$ cat config.mk
export PLATFORM = sky130hd
export DESIGN_NAME = zipdbg_top
export DESIGN_NICKNAME = d
export VERILOG_FILES = /design/src/logic/zipdbg_axil_pkg.sv /design/src/logic/zipdbg_cpu_pkg.sv /design/src/logic/zipdbg_skid.sv /design/src/logic/zipdbg_axil_slave.sv /design/src/logic/zipdbg_ctrl_regs.sv /design/src/logic/zipdbg_top.sv
export VERILOG_INCLUDE_DIRS = /design/src /design/src/logic
export SDC_FILE = /design/constraint.sdc
export NUM_CORES = 1
export LEC_CHECK = 0
export BUFFER_PORTS_ARGS = -buffer_cell sky130_fd_sc_hd__buf_2
export CORE_MARGIN = 5
export CORE_UTILIZATION = 52
export DETAILED_ROUTE_END_ITERATION = 10
export PLACE_DENSITY_LB_ADDON = 0.08
export SYNTH_ARGS = -nofsm -noshare
export SYNTH_HDL_FRONTEND = slang
export SYNTH_SLANG_ARGS = --single-unit
$ cat constraint.sdc
create_clock -name S_AXI_ACLK -period 4.75 [get_ports S_AXI_ACLK]
set_input_delay 0.475 -clock S_AXI_ACLK [delete_from_list [all_inputs] [get_ports S_AXI_ACLK]]
set_output_delay 0.475 -clock S_AXI_ACLK [all_outputs]
set_load 0.05 [all_outputs]
$ cat src/logic/zipdbg_macros.svh
`ifndef ZIPDBG_MACROS_SVH
`define ZIPDBG_MACROS_SVH

// Debug bus addressing
// Byte address width of the AXI-lite debug port
`define ZIPDBG_ADDR_WIDTH 8

// Power-on behavior
// Cycles the CPU reset is held after bus or CPU reset
`define ZIPDBG_RESET_DURATION 10
// Halt request value coming out of reset, also the catch default
`define ZIPDBG_START_HALTED 1'b1

// Control word bit positions
// All of them sit in byte lane 0
// Halt request, set to stop and clear to run
`define ZIPDBG_HALT_BIT 0
// Single step, reads back as zero
`define ZIPDBG_STEP_BIT 2
// CPU reset request
`define ZIPDBG_RESET_BIT 3
// Cache clear, only taken together with halt
`define ZIPDBG_CLEAR_BIT 4
// Halt on fault rather than reset
`define ZIPDBG_CATCH_BIT 5

`endif

$ cat src/logic/zipdbg_axil_pkg.sv
`include "zipdbg_macros.svh"

package zipdbg_axil_pkg;

	// Byte address as seen on the bus
	typedef logic [`ZIPDBG_ADDR_WIDTH-1:0] dbg_addr_t;
	// Word index, byte lanes dropped
	// Top bit set selects the CPU register space
	typedef logic [`ZIPDBG_ADDR_WIDTH-3:0] dbg_word_addr_t;
	// Debug bus is always 32 bits wide
	typedef logic [31:0] dbg_data_t;
	typedef logic [3:0] dbg_strb_t;

	// Master side of the debug bus
	typedef struct packed {
		// Write address channel
		logic      awvalid;
		dbg_addr_t awaddr;
		// Write data channel
		logic      wvalid;
		dbg_data_t wdata;
		dbg_strb_t wstrb;
		// Write response channel
		logic      bready;
		// Read address channel
		logic      arvalid;
		dbg_addr_t araddr;
		// Read data channel
		logic      rready;
	} dbg_axil_req_t;

	// Slave side of the debug bus
	// Responses are always OKAY, so no resp fields
	typedef struct packed {
		logic      awready;
		logic      wready;
		logic      bvalid;
		logic      arready;
		logic      rvalid;
		dbg_data_t rdata;
	} dbg_axil_rsp_t;

endpackage

$ cat src/logic/zipdbg_cpu_pkg.sv
package zipdbg_cpu_pkg;

	// CPU register index, 32 registers
	typedef logic [4:0] cpu_reg_t;

	// Everything driven into the CPU debug port
	typedef struct packed {
		// Control block commands
		logic                       halt;
		logic                       reset;
		logic                       step;
		logic                       clear_cache;
		// Register write, held while the CPU stalls
		logic                       we;
		cpu_reg_t                   wreg;
		zipdbg_axil_pkg::dbg_data_t wdata;
		// Register read index, data returns a cycle later
		cpu_reg_t                   rreg;
	} cpu_dbg_cmd_t;

	// What the CPU returns
	typedef struct packed {
		// Low once the CPU has come to a full stop
		logic                       stall;
		// Fault or break instruction
		logic                       brk;
		logic [2:0]                 cc;
		zipdbg_axil_pkg::dbg_data_t rdata;
	} cpu_dbg_rsp_t;

	// Control space write from the bus slave
	// Single-cycle strobe, never back-pressured
	typedef struct packed {
		logic                       strobe;
		zipdbg_axil_pkg::dbg_data_t data;
		zipdbg_axil_pkg::dbg_strb_t strb;
	} ctrl_write_t;

	// Status word read back from the control space
	typedef struct packed {
		logic [19:0] zero_hi;
		logic        brk;
		logic        interrupt;
		logic [1:0]  cc;
		logic [1:0]  zero_mid;
		logic        catch_en;
		// Clear cache is not reported
		logic        zero_clr;
		logic        reset;
		// Step is write only
		logic        zero_step;
		// Inverse of the CPU stall
		logic        halted;
		logic        halt_req;
	} dbg_status_t;

endpackage

$ cat src/logic/zipdbg_skid.sv
`timescale 1ns/100ps

module zipdbg_skid #(
	parameter int WIDTH = 8
) (
	input  logic             S_AXI_ACLK,
	input  logic             S_AXI_ARESETN,
	// Upstream side
	input  logic             i_valid,
	output logic             o_ready,
	input  logic [WIDTH-1:0] i_data,
	// Downstream side
	output logic             o_valid,
	input  logic             i_ready,
	output logic [WIDTH-1:0] o_data
);

	// One word of holding space
	logic             full;
	logic [WIDTH-1:0] hold_data;

	// Fill when a word arrives that downstream can't take
	always_ff @(posedge S_AXI_ACLK)
	begin
		if (!S_AXI_ARESETN)
			full <= 1'b0;
		else if (i_ready)
			full <= 1'b0;
		else if (i_valid && o_ready)
			full <= 1'b1;
	end

	// Capture whatever is on the input while empty
	always_ff @(posedge S_AXI_ACLK)
	begin
		if (o_ready)
			hold_data <= i_data;
	end

	assign o_ready = !full;

	// Straight through while empty
	assign o_valid = full || i_valid;
	assign o_data  = full ? hold_data : i_data;

endmodule

$ cat src/logic/zipdbg_axil_slave.sv
`timescale 1ns/100ps
`include "zipdbg_macros.svh"

module zipdbg_axil_slave (
	input  logic                           S_AXI_ACLK,
	input  logic                           S_AXI_ARESETN,
	// AXI-lite debug port
	input  zipdbg_axil_pkg::dbg_axil_req_t i_axil,
	output zipdbg_axil_pkg::dbg_axil_rsp_t o_axil,
	// Control block side
	output zipdbg_cpu_pkg::ctrl_write_t    o_ctrl_write,
	output logic                           o_cpu_write_any,
	// CPU register access
	output logic                           o_cpu_write_valid,
	output zipdbg_cpu_pkg::cpu_reg_t       o_cpu_wreg,
	output zipdbg_axil_pkg::dbg_data_t     o_cpu_wdata,
	output zipdbg_cpu_pkg::cpu_reg_t       o_cpu_rreg,
	input  logic                           i_cpu_stall,
	input  zipdbg_axil_pkg::dbg_data_t     i_cpu_rdata,
	input  zipdbg_cpu_pkg::dbg_status_t    i_status
);

	import zipdbg_axil_pkg::*;

	localparam int SPACE_BIT = $bits(dbg_word_addr_t) - 1;

	// Skid outputs
	logic                  aw_valid, w_valid, ar_valid;
	logic                  aw_ready, w_ready, ar_ready;
	dbg_word_addr_t        aw_addr, ar_addr;
	logic [$bits(dbg_strb_t)+$bits(dbg_data_t)-1:0] w_skid_data;
	dbg_strb_t             w_strb;
	dbg_data_t             w_data;
	// Sequencing
	logic                  write_ready, read_ready;
	logic                  aw_cpu_space, ar_cpu_space;
	logic                  write_stall, cpu_write_now;
	logic                  cpu_read_pending;
	logic                  bvalid, rvalid;
	dbg_data_t             rdata;

	//////////////////////////////////////////////////////////////
	// Channel skid buffers
	//////////////////////////////////////////////////////////////

	// Byte lanes dropped on both address channels
	zipdbg_skid #(.WIDTH($bits(dbg_word_addr_t))) aw_skid (
		.S_AXI_ACLK   (S_AXI_ACLK),
		.S_AXI_ARESETN(S_AXI_ARESETN),
		.i_valid      (i_axil.awvalid),
		.o_ready      (aw_ready),
		.i_data       (i_axil.awaddr[`ZIPDBG_ADDR_WIDTH-1:2]),
		.o_valid      (aw_valid),
		.i_ready      (write_ready),
		.o_data       (aw_addr)
	);

	// Strobe travels with the data
	zipdbg_skid #(.WIDTH($bits(dbg_strb_t) + $bits(dbg_data_t))) w_skid (
		.S_AXI_ACLK   (S_AXI_ACLK),
		.S_AXI_ARESETN(S_AXI_ARESETN),
		.i_valid      (i_axil.wvalid),
		.o_ready      (w_ready),
		.i_data       ({i_axil.wstrb, i_axil.wdata}),
		.o_valid      (w_valid),
		.i_ready      (write_ready),
		.o_data       (w_skid_data)
	);

	zipdbg_skid #(.WIDTH($bits(dbg_word_addr_t))) ar_skid (
		.S_AXI_ACLK   (S_AXI_ACLK),
		.S_AXI_ARESETN(S_AXI_ARESETN),
		.i_valid      (i_axil.arvalid),
		.o_ready      (ar_ready),
		.i_data       (i_axil.araddr[`ZIPDBG_ADDR_WIDTH-1:2]),
		.o_valid      (ar_valid),
		.i_ready      (read_ready),
		.o_data       (ar_addr)
	);

	assign w_strb = w_skid_data[$bits(w_skid_data)-1 -: $bits(dbg_strb_t)];
	assign w_data = w_skid_data[$bits(dbg_data_t)-1:0];

	// Space decode
	assign aw_cpu_space = aw_addr[SPACE_BIT];
	assign ar_cpu_space = ar_addr[SPACE_BIT];

	//////////////////////////////////////////////////////////////
	// Write sequencing
	//////////////////////////////////////////////////////////////

	// CPU write still waiting on the CPU to stop
	assign write_stall = o_cpu_write_valid && i_cpu_stall;

	// Both halves present, B slot free
	// Control writes never wait on the CPU
	assign write_ready = aw_valid && w_valid
		&& (!bvalid || i_axil.bready)
		&& (!aw_cpu_space || !write_stall);

	// Register write with at least one lane enabled
	assign cpu_write_now   = write_ready && aw_cpu_space && (|w_strb);
	assign o_cpu_write_any = cpu_write_now;

	// Held against the stall, consumed once it drops
	always_ff @(posedge S_AXI_ACLK)
	begin
		if (!S_AXI_ARESETN)
			o_cpu_write_valid <= 1'b0;
		else if (!write_stall)
			o_cpu_write_valid <= cpu_write_now;
	end

	// Register index and value, frozen while stalled
	always_ff @(posedge S_AXI_ACLK)
	begin
		if (!write_stall)
		begin
			o_cpu_wreg  <= aw_addr[4:0];
			o_cpu_wdata <= w_data;
		end
	end

	// Response a cycle after acceptance
	always_ff @(posedge S_AXI_ACLK)
	begin
		if (!S_AXI_ARESETN)
			bvalid <= 1'b0;
		else if (write_ready)
			bvalid <= 1'b1;
		else if (i_axil.bready)
			bvalid <= 1'b0;
	end

	// Control write strobe in the acceptance cycle
	assign o_ctrl_write = '{
		strobe: write_ready && !aw_cpu_space,
		data:   w_data,
		strb:   w_strb
	};

	//////////////////////////////////////////////////////////////
	// Read sequencing
	//////////////////////////////////////////////////////////////

	// One read in flight, R slot free
	assign read_ready = ar_valid && !cpu_read_pending
		&& (!rvalid || i_axil.rready);

	// CPU registers its data from this index
	assign o_cpu_rreg = ar_addr[4:0];

	// CPU data lands one cycle after acceptance
	always_ff @(posedge S_AXI_ACLK)
	begin
		if (!S_AXI_ARESETN)
			cpu_read_pending <= 1'b0;
		else
			cpu_read_pending <= read_ready && ar_cpu_space;
	end

	// Control reads answer after one cycle, CPU reads after two
	always_ff @(posedge S_AXI_ACLK)
	begin
		if (!S_AXI_ARESETN)
			rvalid <= 1'b0;
		else if (!rvalid || i_axil.rready)
			rvalid <= (read_ready && !ar_cpu_space) || cpu_read_pending;
	end

	// Read data select, held under back-pressure
	always_ff @(posedge S_AXI_ACLK)
	begin
		if (!rvalid || i_axil.rready)
		begin
			if (cpu_read_pending)
				rdata <= i_cpu_rdata;
			else
				rdata <= i_status;
		end
	end

	assign o_axil = '{
		awready: aw_ready,
		wready:  w_ready,
		bvalid:  bvalid,
		arready: ar_ready,
		rvalid:  rvalid,
		rdata:   rdata
	};

endmodule

$ cat src/logic/zipdbg_ctrl_regs.sv
`timescale 1ns/100ps
`include "zipdbg_macros.svh"

module zipdbg_ctrl_regs (
	input  logic                        S_AXI_ACLK,
	input  logic                        S_AXI_ARESETN,
	// Control space write from the slave
	input  zipdbg_cpu_pkg::ctrl_write_t i_ctrl_write,
	// CPU register write state
	input  logic                        i_cpu_write_valid,
	input  logic                        i_cpu_write_any,
	// External events
	input  logic                        i_cpu_reset,
	input  logic                        i_interrupt,
	input  zipdbg_cpu_pkg::cpu_dbg_rsp_t i_cpu,
	// Commands to the CPU
	output logic                        o_halt,
	output logic                        o_reset,
	output logic                        o_step,
	output logic                        o_clear_cache,
	output zipdbg_cpu_pkg::dbg_status_t o_status
);

	localparam int HOLD_W = $clog2(`ZIPDBG_RESET_DURATION + 1);

	// Decoded requests, one cycle wide
	logic              reset_request;
	logic              release_request;
	logic              halt_request;
	logic              step_request;
	logic              clear_request;
	// Power-on hold
	logic [HOLD_W-1:0] hold_count;
	logic              hold_active;
	// Halt on fault instead of reset
	logic              catch_en;

	//////////////////////////////////////////////////////////////
	// Request decode
	//////////////////////////////////////////////////////////////

	// Each bit only counts with its byte lane enabled
	assign reset_request = i_ctrl_write.strobe
		&& i_ctrl_write.strb[`ZIPDBG_RESET_BIT/8]
		&& i_ctrl_write.data[`ZIPDBG_RESET_BIT];
	assign release_request = i_ctrl_write.strobe
		&& i_ctrl_write.strb[`ZIPDBG_HALT_BIT/8]
		&& !i_ctrl_write.data[`ZIPDBG_HALT_BIT];
	assign halt_request = i_ctrl_write.strobe
		&& i_ctrl_write.strb[`ZIPDBG_HALT_BIT/8]
		&& i_ctrl_write.data[`ZIPDBG_HALT_BIT];
	assign step_request = i_ctrl_write.strobe
		&& i_ctrl_write.strb[`ZIPDBG_STEP_BIT/8]
		&& i_ctrl_write.data[`ZIPDBG_STEP_BIT];
	assign clear_request = i_ctrl_write.strobe
		&& i_ctrl_write.strb[`ZIPDBG_CLEAR_BIT/8]
		&& i_ctrl_write.data[`ZIPDBG_CLEAR_BIT];

	//////////////////////////////////////////////////////////////
	// Reset and halt
	//////////////////////////////////////////////////////////////

	// Hold counter, restarted by either reset
	always_ff @(posedge S_AXI_ACLK)
	begin
		if (!S_AXI_ARESETN || i_cpu_reset)
			hold_count <= HOLD_W'(`ZIPDBG_RESET_DURATION);
		else if (hold_active)
			hold_count <= hold_count - 1'b1;
	end

	assign hold_active = (hold_count != '0);

	// CPU reset
	// Unhandled break resets when nobody catches it
	always_ff @(posedge S_AXI_ACLK)
	begin
		if (!S_AXI_ARESETN || i_cpu_reset)
			o_reset <= 1'b1;
		else if (hold_active)
			o_reset <= 1'b1;
		else if (i_cpu.brk && !catch_en)
			o_reset <= 1'b1;
		else
			o_reset <= reset_request;
	end

	// Halt request, later conditions win
	always_ff @(posedge S_AXI_ACLK)
	begin
		if (!S_AXI_ARESETN)
			o_halt <= `ZIPDBG_START_HALTED;
		else
		begin
			// Release only from a full stop with no write in flight
			if (!i_cpu_write_valid && !i_cpu.stall
					&& (release_request || step_request))
				o_halt <= 1'b0;
			// Caught fault
			if (i_cpu.brk && catch_en)
				o_halt <= 1'b1;
			// Halt bit, unless stepping
			if (halt_request && !step_request)
				o_halt <= 1'b1;
			// Register writes need a stopped CPU
			if (i_cpu_write_any)
				o_halt <= 1'b1;
			// Stop again after the step
			if (o_step)
				o_halt <= 1'b1;
			if (o_clear_cache || clear_request)
				o_halt <= 1'b1;
		end
	end

	//////////////////////////////////////////////////////////////
	// Step, clear and catch
	//////////////////////////////////////////////////////////////

	// Step stays up until the CPU stops again
	always_ff @(posedge S_AXI_ACLK)
	begin
		if (!S_AXI_ARESETN || i_cpu_reset)
			o_step <= 1'b0;
		else if (step_request)
			o_step <= 1'b1;
		else if (!i_cpu.stall)
			o_step <= 1'b0;
	end

	// Clear and halt bits written together
	// Drops once the CPU is stopped under halt
	always_ff @(posedge S_AXI_ACLK)
	begin
		if (!S_AXI_ARESETN || o_reset)
			o_clear_cache <= 1'b0;
		else if (clear_request && halt_request)
			o_clear_cache <= 1'b1;
		else if (o_halt && !i_cpu.stall)
			o_clear_cache <= 1'b0;
	end

	// Catch follows its bit on any enabled write
	always_ff @(posedge S_AXI_ACLK)
	begin
		if (!S_AXI_ARESETN)
			catch_en <= `ZIPDBG_START_HALTED;
		else if (i_ctrl_write.strobe && i_ctrl_write.strb[`ZIPDBG_CATCH_BIT/8])
			catch_en <= i_ctrl_write.data[`ZIPDBG_CATCH_BIT];
	end

	// Status word
	// cc[2] isn't reported
	assign o_status = '{
		zero_hi:   '0,
		brk:       i_cpu.brk,
		interrupt: i_interrupt,
		cc:        i_cpu.cc[1:0],
		zero_mid:  '0,
		catch_en:  catch_en,
		zero_clr:  1'b0,
		reset:     o_reset,
		zero_step: 1'b0,
		halted:    !i_cpu.stall,
		halt_req:  o_halt
	};

endmodule

$ cat src/logic/zipdbg_top.sv
`timescale 1ns/100ps

module zipdbg_top (
	input  logic                           S_AXI_ACLK,
	input  logic                           S_AXI_ARESETN,
	// AXI-lite debug port
	input  zipdbg_axil_pkg::dbg_axil_req_t i_axil,
	output zipdbg_axil_pkg::dbg_axil_rsp_t o_axil,
	// CPU debug port
	output zipdbg_cpu_pkg::cpu_dbg_cmd_t   o_cpu,
	input  zipdbg_cpu_pkg::cpu_dbg_rsp_t   i_cpu,
	input  logic                           i_interrupt,
	input  logic                           i_cpu_reset
);

	import zipdbg_axil_pkg::*;
	import zipdbg_cpu_pkg::*;

	// Slave to control block
	ctrl_write_t ctrl_write;
	logic        cpu_write_valid;
	logic        cpu_write_any;
	dbg_status_t status;
	// CPU command fields
	logic        halt, reset, step, clear_cache;
	cpu_reg_t    wreg, rreg;
	dbg_data_t   wdata;

	zipdbg_axil_slave i_zipdbg_axil_slave (
		.S_AXI_ACLK       (S_AXI_ACLK),
		.S_AXI_ARESETN    (S_AXI_ARESETN),
		.i_axil           (i_axil),
		.o_axil           (o_axil),
		.o_ctrl_write     (ctrl_write),
		.o_cpu_write_any  (cpu_write_any),
		.o_cpu_write_valid(cpu_write_valid),
		.o_cpu_wreg       (wreg),
		.o_cpu_wdata      (wdata),
		.o_cpu_rreg       (rreg),
		.i_cpu_stall      (i_cpu.stall),
		.i_cpu_rdata      (i_cpu.rdata),
		.i_status         (status)
	);

	zipdbg_ctrl_regs i_zipdbg_ctrl_regs (
		.S_AXI_ACLK       (S_AXI_ACLK),
		.S_AXI_ARESETN    (S_AXI_ARESETN),
		.i_ctrl_write     (ctrl_write),
		.i_cpu_write_valid(cpu_write_valid),
		.i_cpu_write_any  (cpu_write_any),
		.i_cpu_reset      (i_cpu_reset),
		.i_interrupt      (i_interrupt),
		.i_cpu            (i_cpu),
		.o_halt           (halt),
		.o_reset          (reset),
		.o_step           (step),
		.o_clear_cache    (clear_cache),
		.o_status         (status)
	);

	// Gather the CPU command word
	assign o_cpu = '{
		halt:        halt,
		reset:       reset,
		step:        step,
		clear_cache: clear_cache,
		we:          cpu_write_valid,
		wreg:        wreg,
		wdata:       wdata,
		rreg:        rreg
	};

endmodule

Yosys cells after proc, flatten, opt, wreduce, memory -nomap -nowiden. Index checks and enable logic that the tools add are counted. Widths: inputs -> output; s select.

$add $sub $neg: 1. Equality and inequality tests: 1. Muxes and demuxes: 10. Bitwise gates (word level): 1. Reduce and logical (&&, ||, !) cells: 61.

Operators by type and width (number): $mux 36 (1); $logic_and 1x1->1 (27); $logic_not 1->1 (15); $mux 12 (1); $mux 6 (2); $logic_or 1x1->1 (11); $mux 1 (6); $reduce_or 6->1 (1); $reduce_bool 2->1 (2); $reduce_bool 4->1 (1); $reduce_or 2->1 (2); $reduce_or 4->1 (1); $sub 4x1->4 const B (1); $reduce_or 3->1 (1); $ne 2x1->1 const B (1); $not 1->1 (1).

Register bits after elaboration: 133. Input port bits: 98. Output and inout port bits: 84. Logic and storage cells: 94.

Longest topological paths before layout.
Depth in word-level cells: 10. Gate-level depth with buffers: 5. Depth with buffers taken out: 5.

By module. From an unflattened synthesis, not the netlist that was laid out.

Cells, all modules: 330. Area total of the unflattened synthesis: 5167.5 µm².

By module, submodules not included: zipdbg_axil_slave (times used 1, cells each 134, area an instance 2718.9 µm², sequential area each 2152.1 µm²); zipdbg_skid at i_zipdbg_axil_slave.w_skid (times used 1, cells each 80, area an instance 1275.0 µm², sequential area each 740.7 µm²); zipdbg_ctrl_regs (times used 1, cells each 77, area an instance 655.6 µm², sequential area each 180.2 µm²); zipdbg_skid at i_zipdbg_axil_slave.ar_skid ... (times used 2, cells each 17, area an instance 240.2 µm², sequential area each 140.1 µm²); zipdbg_top (times used 1, cells each 5, area an instance 37.5 µm², sequential area each 0.0 µm²).

Worst setup path before layout. No wires, ideal clock.

Path type: input-to-reg. From: input port i_cpu[36] (netlist bit). To: register i_zipdbg_axil_slave.o_cpu_write_valid. Library setup time: 0.184 ns. Data arrival time: 1.838 ns. Data required time: 4.566 ns. Setup slack: 2.728 ns. Cell stages on the path: 4. Path buffers: 0. Cells stage by stage: nand2_1 -> and2_2 -> o311ai_0 -> a21boi_0.

Cells in the longest elaborated chain, start to end: 6.

Ends and longest elaborated chain: start, declared (line zipdbg_top.sv:11) `input zipdbg_cpu_pkg::cpu_dbg_rsp_t i_cpu,`; $logic_and 1x1->1 * (line zipdbg_axil_slave.sv:93) `assign write_stall = o_cpu_write_valid && i_cpu_stall;`; $logic_not 1->1 (line zipdbg_axil_slave.sv:99) `&& (!aw_cpu_space || !write_stall);`; $logic_or 1x1->1 (line zipdbg_axil_slave.sv:99); $logic_and 1x1->1 (line zipdbg_axil_slave.sv:99); $logic_and 1x1->1 (2 in series) (line zipdbg_axil_slave.sv:102) `assign cpu_write_now = write_ready && aw_cpu_space && (|w_strb);`; end signal, assigned (line zipdbg_axil_slave.sv:111) `o_cpu_write_valid <= cpu_write_now;`; end, declared (line zipdbg_axil_slave.sv:14) `output logic o_cpu_write_valid,`.

Mark *: on every way between the ends. The rest lies on a longest branch, timed or not. A chain may end at the register's enable or synchronous reset.

==> metrics <==
P_sw=0.844 mW; Hold Crit Depth=3; Hold WC Path Type=in -> reg; die area=11,100 sq um; Fill cells=685; Crit-path slowest cell=dfxtp_2; status=finished clean; Achievable Freq=442 MHz; final core area utilization=0.703; Root Driver=clkbuf_8; CP Launch Type=flop; cell taking the most area after synthesis=edfxtp_1; Slew headroom=0.356; CP Capture Type=primary output; Setup Skew=9.00 ps; Area Overhead vs Synth=30.7%; multi-input logic area=1160 sq um; DP HPWL=6.83 mm; Routed wire per std cell=15.6 microns; FF-to-FF End=i_zipdbg_ctrl_regs.o_halt$_SDFFE_PP1P_; max cap viols=0; Yosys cell types=34; Clock power frac=0.409; FF-to-FF path depth=4; final setup fails=0; WP buf/inv=2; Leak=2.70 nW; largest net degree at the start of global routing=44; 1st-pass router iterations=4; critical path cell sequence=inv_1, buf_2; internal power=2.24 mW; H-tree depth=4; row cnt=34; Switching Share=0.274; YS warnings=0; synth top area cells=edfxtp_1, dfxtp_1, mux2_2, and2_1, buf_4; antenna viol nets, final=0; Comb power frac=0.146; Clock transition at path regs=60 ps; Worst-Margin Slew=967 ps; initial antenna violation count=0; post-synthesis net count=410; CP max stage delay=970 ps; PortBufs=176; n_diodes=0; dpl cell area=5580 sq um; most frequent cells in the layout=buf_2, edfxtp_1, dfxtp_1; cts hold-fix bufs=0; PwrDens=500 nW/um^2; Cells after Synth=310; # resized after CTS=0; post-synth top area share=0.439; max-slew violations=0; cell family with most CP delay=flip-flops; RSZ-0062 raised after global routing=no; Seq pwr share=0.445; GRT overflow=0; DRC viols=0; required time worst endpoint=4280 ps; vias=2,893; share of layout cells above drive strength 1=0.540; GP Congestion=0.742; drt via density=4.81; synthesized area per cell=15.2 sq um; Hold WS=207 ps; Boundary Pins=182; FF/Latch Area=3350 sq um; critical path arrival=1790 ps; commonest non-fill, non-tap cell in the layout=buf_2; core box area=8760 sq um; CTS tree=yes; drt initial violations=86; R2R Setup Slk=2490 ps; mapped cell area=4720 sq um; TritonCTS Buffers=17; Hold Startpoint=i_cpu_reset; setup TNS=0 ps; Sinks on Clock Net=133; vias in the first global route=3,030; Clock Path Buffers=2; design area=6160 sq um; sequential element share of the synthesized area=0.711; Starting Density=0.538; period utilization=0.476; routed wire length=9.35 mm; GRT Total Usage=0.173; critical path fanouts, max=43; critical path class=reg -> out; Peak VDD IR=0.306 mV; Die Y=105 microns; Crit Reg-Reg Startpoint=i_zipdbg_axil_slave.w_skid.full$_SDFFE_PP0P_; final hold viol count=0; Worst-Skew Late Latency=500 ps; post-synthesis register bit count=133; hold endpoint=i_zipdbg_ctrl_regs.hold_count[1]$_SDFFE_PP1P_; DIE WIDTH=105 microns; Final #Nets=580; global-route wire length before repair=15.0 mm; minimum clock period=2260 ps; setup bufs post-CTS=0
[per-stage QoR]
step,setup WS [ps],std cells,power (mW)
floorplan,2730,310,1.73
global placement,2470,569,1.84
detailed placement,2460,569,1.85
CTS,2430,601,3.11
global route,2170,601,3.21
finish,2490,601,3.08
[cell usage after synthesis]
| cell | number |
|---|---|
| nor3b_1 | 2 |
| and2_1 | 24 |
| ha_1 | 2 |
| nor4_4 | 1 |
| mux2i_1 | 4 |
| nor2_1 | 11 |
| o2111ai_1 | 2 |
| nor4b_2 | 1 |
| mux2_2 | 50 |
| a21bo_2 | 1 |
| nand3_1 | 2 |
| edfxtp_1 | 69 |
| mux2_4 | 1 |
| dfxtp_1 | 64 |
| nor3_1 | 3 |
| buf_2 | 3 |
| or3_1 | 1 |
| clkbuf_1 | 6 |
| a22oi_1 | 1 |
| a32o_1 | 1 |
| nand2_1 | 7 |
| buf_4 | 16 |
| buf_6 | 1 |
| o21ai_0 | 7 |
| nand2b_1 | 4 |
| a21oi_1 | 4 |
| nor2b_1 | 4 |
| o311ai_0 | 1 |
| a21boi_0 | 2 |
| o22ai_1 | 1 |
| and2_2 | 1 |
| xnor2_1 | 2 |
| a211o_1 | 1 |
| inv_1 | 10 |
[tightest hold or removal path, stage by stage]
cell and delay [ps]:
buf_2 90, nor2b_1 50, nand2b_1 60
[routing by layer]
metal	track usage	share of wire	vias up
met4	0.0548	0.0041	0
met3	0.0880	0.11	2
met1	0.199	0.39	1342
met5	0	0	-
met2	0.281	0.50	119
li1	-	-	1430
[area by class of cell]
cell class / count / share of cell area
clock buffers: 18 / 0.0713
clock inverters: 14 / 0.0242
inverters: 10 / 0.00609
multi-input cells: 141 / 0.188
flip-flops and latches: 133 / 0.544
well taps: 108 / 0.0219
repair buffers: 177 / 0.144
[worst max-delay path by stage]
| stage | endpoint | depth (start not counted) | slack, ps | start |
|---|---|---|---|---|
| finish | o_axil[35] | 2 | 2490 | i_zipdbg_axil_slave.w_skid.full$_SDFFE_PP0P_ |
| global route | i_zipdbg_ctrl_regs.o_halt$_SDFFE_PP1P_ | 4 | 2170 | i_zipdbg_axil_slave.w_skid.full$_SDFFE_PP0P_ |
| CTS | o_axil[35] | 2 | 2430 | i_zipdbg_axil_slave.w_skid.full$_SDFFE_PP0P_ |
| detailed placement | i_zipdbg_ctrl_regs.o_halt$_SDFFE_PP1P_ | 4 | 2460 | i_zipdbg_axil_slave.w_skid.full$_SDFFE_PP0P_ |
| global placement | i_zipdbg_ctrl_regs.o_halt$_SDFFE_PP1P_ | 4 | 2470 | i_zipdbg_axil_slave.w_skid.full$_SDFFE_PP0P_ |
| floorplan | i_zipdbg_axil_slave.o_cpu_write_valid$_SDFFE_PN0N_ | 4 | 2730 | i_cpu[36] |
[kinds of logic (layout without fill, tap and decap cells)]
logic type / after synthesis / count (layout) / synth area share
simple gates: 61 / 61 / 0.0759
buf+inv: 36 / 219 / 0.0438
fa+ha+maj: 2 / 2 / 0.00530
mux: 55 / 55 / 0.131
compound gates: 21 / 21 / 0.0294
xor+xnor: 2 / 2 / 0.00371
flops: 133 / 133 / 0.711
[registers in the layout, summed over array words and instances (netlist names), 4 cells and up]
register	flops
i_zipdbg_ctrl_regs.hold_count	4
i_zipdbg_axil_slave.ar_skid.hold_data	6
i_zipdbg_axil_slave.o_cpu_wreg	5
i_zipdbg_axil_slave.aw_skid.hold_data	6
i_zipdbg_axil_slave.w_skid.hold_data	36
i_zipdbg_axil_slave.o_cpu_wdata	32
i_zipdbg_axil_slave.rdata	32
[power groups by stage]
| stage | logic, mW | clock network, mW | registers [mW] |
|---|---|---|---|
| global route | 0.475 | 1.35 | 1.38 |
| detailed placement | 0.455 | 0 | 1.39 |
| global placement | 0.447 | 0 | 1.39 |
| CTS | 0.455 | 1.29 | 1.37 |
| finish | 0.451 | 1.26 | 1.37 |
| floorplan | 0.145 | 0 | 1.59 |
(Power assumes the default switching activity.)
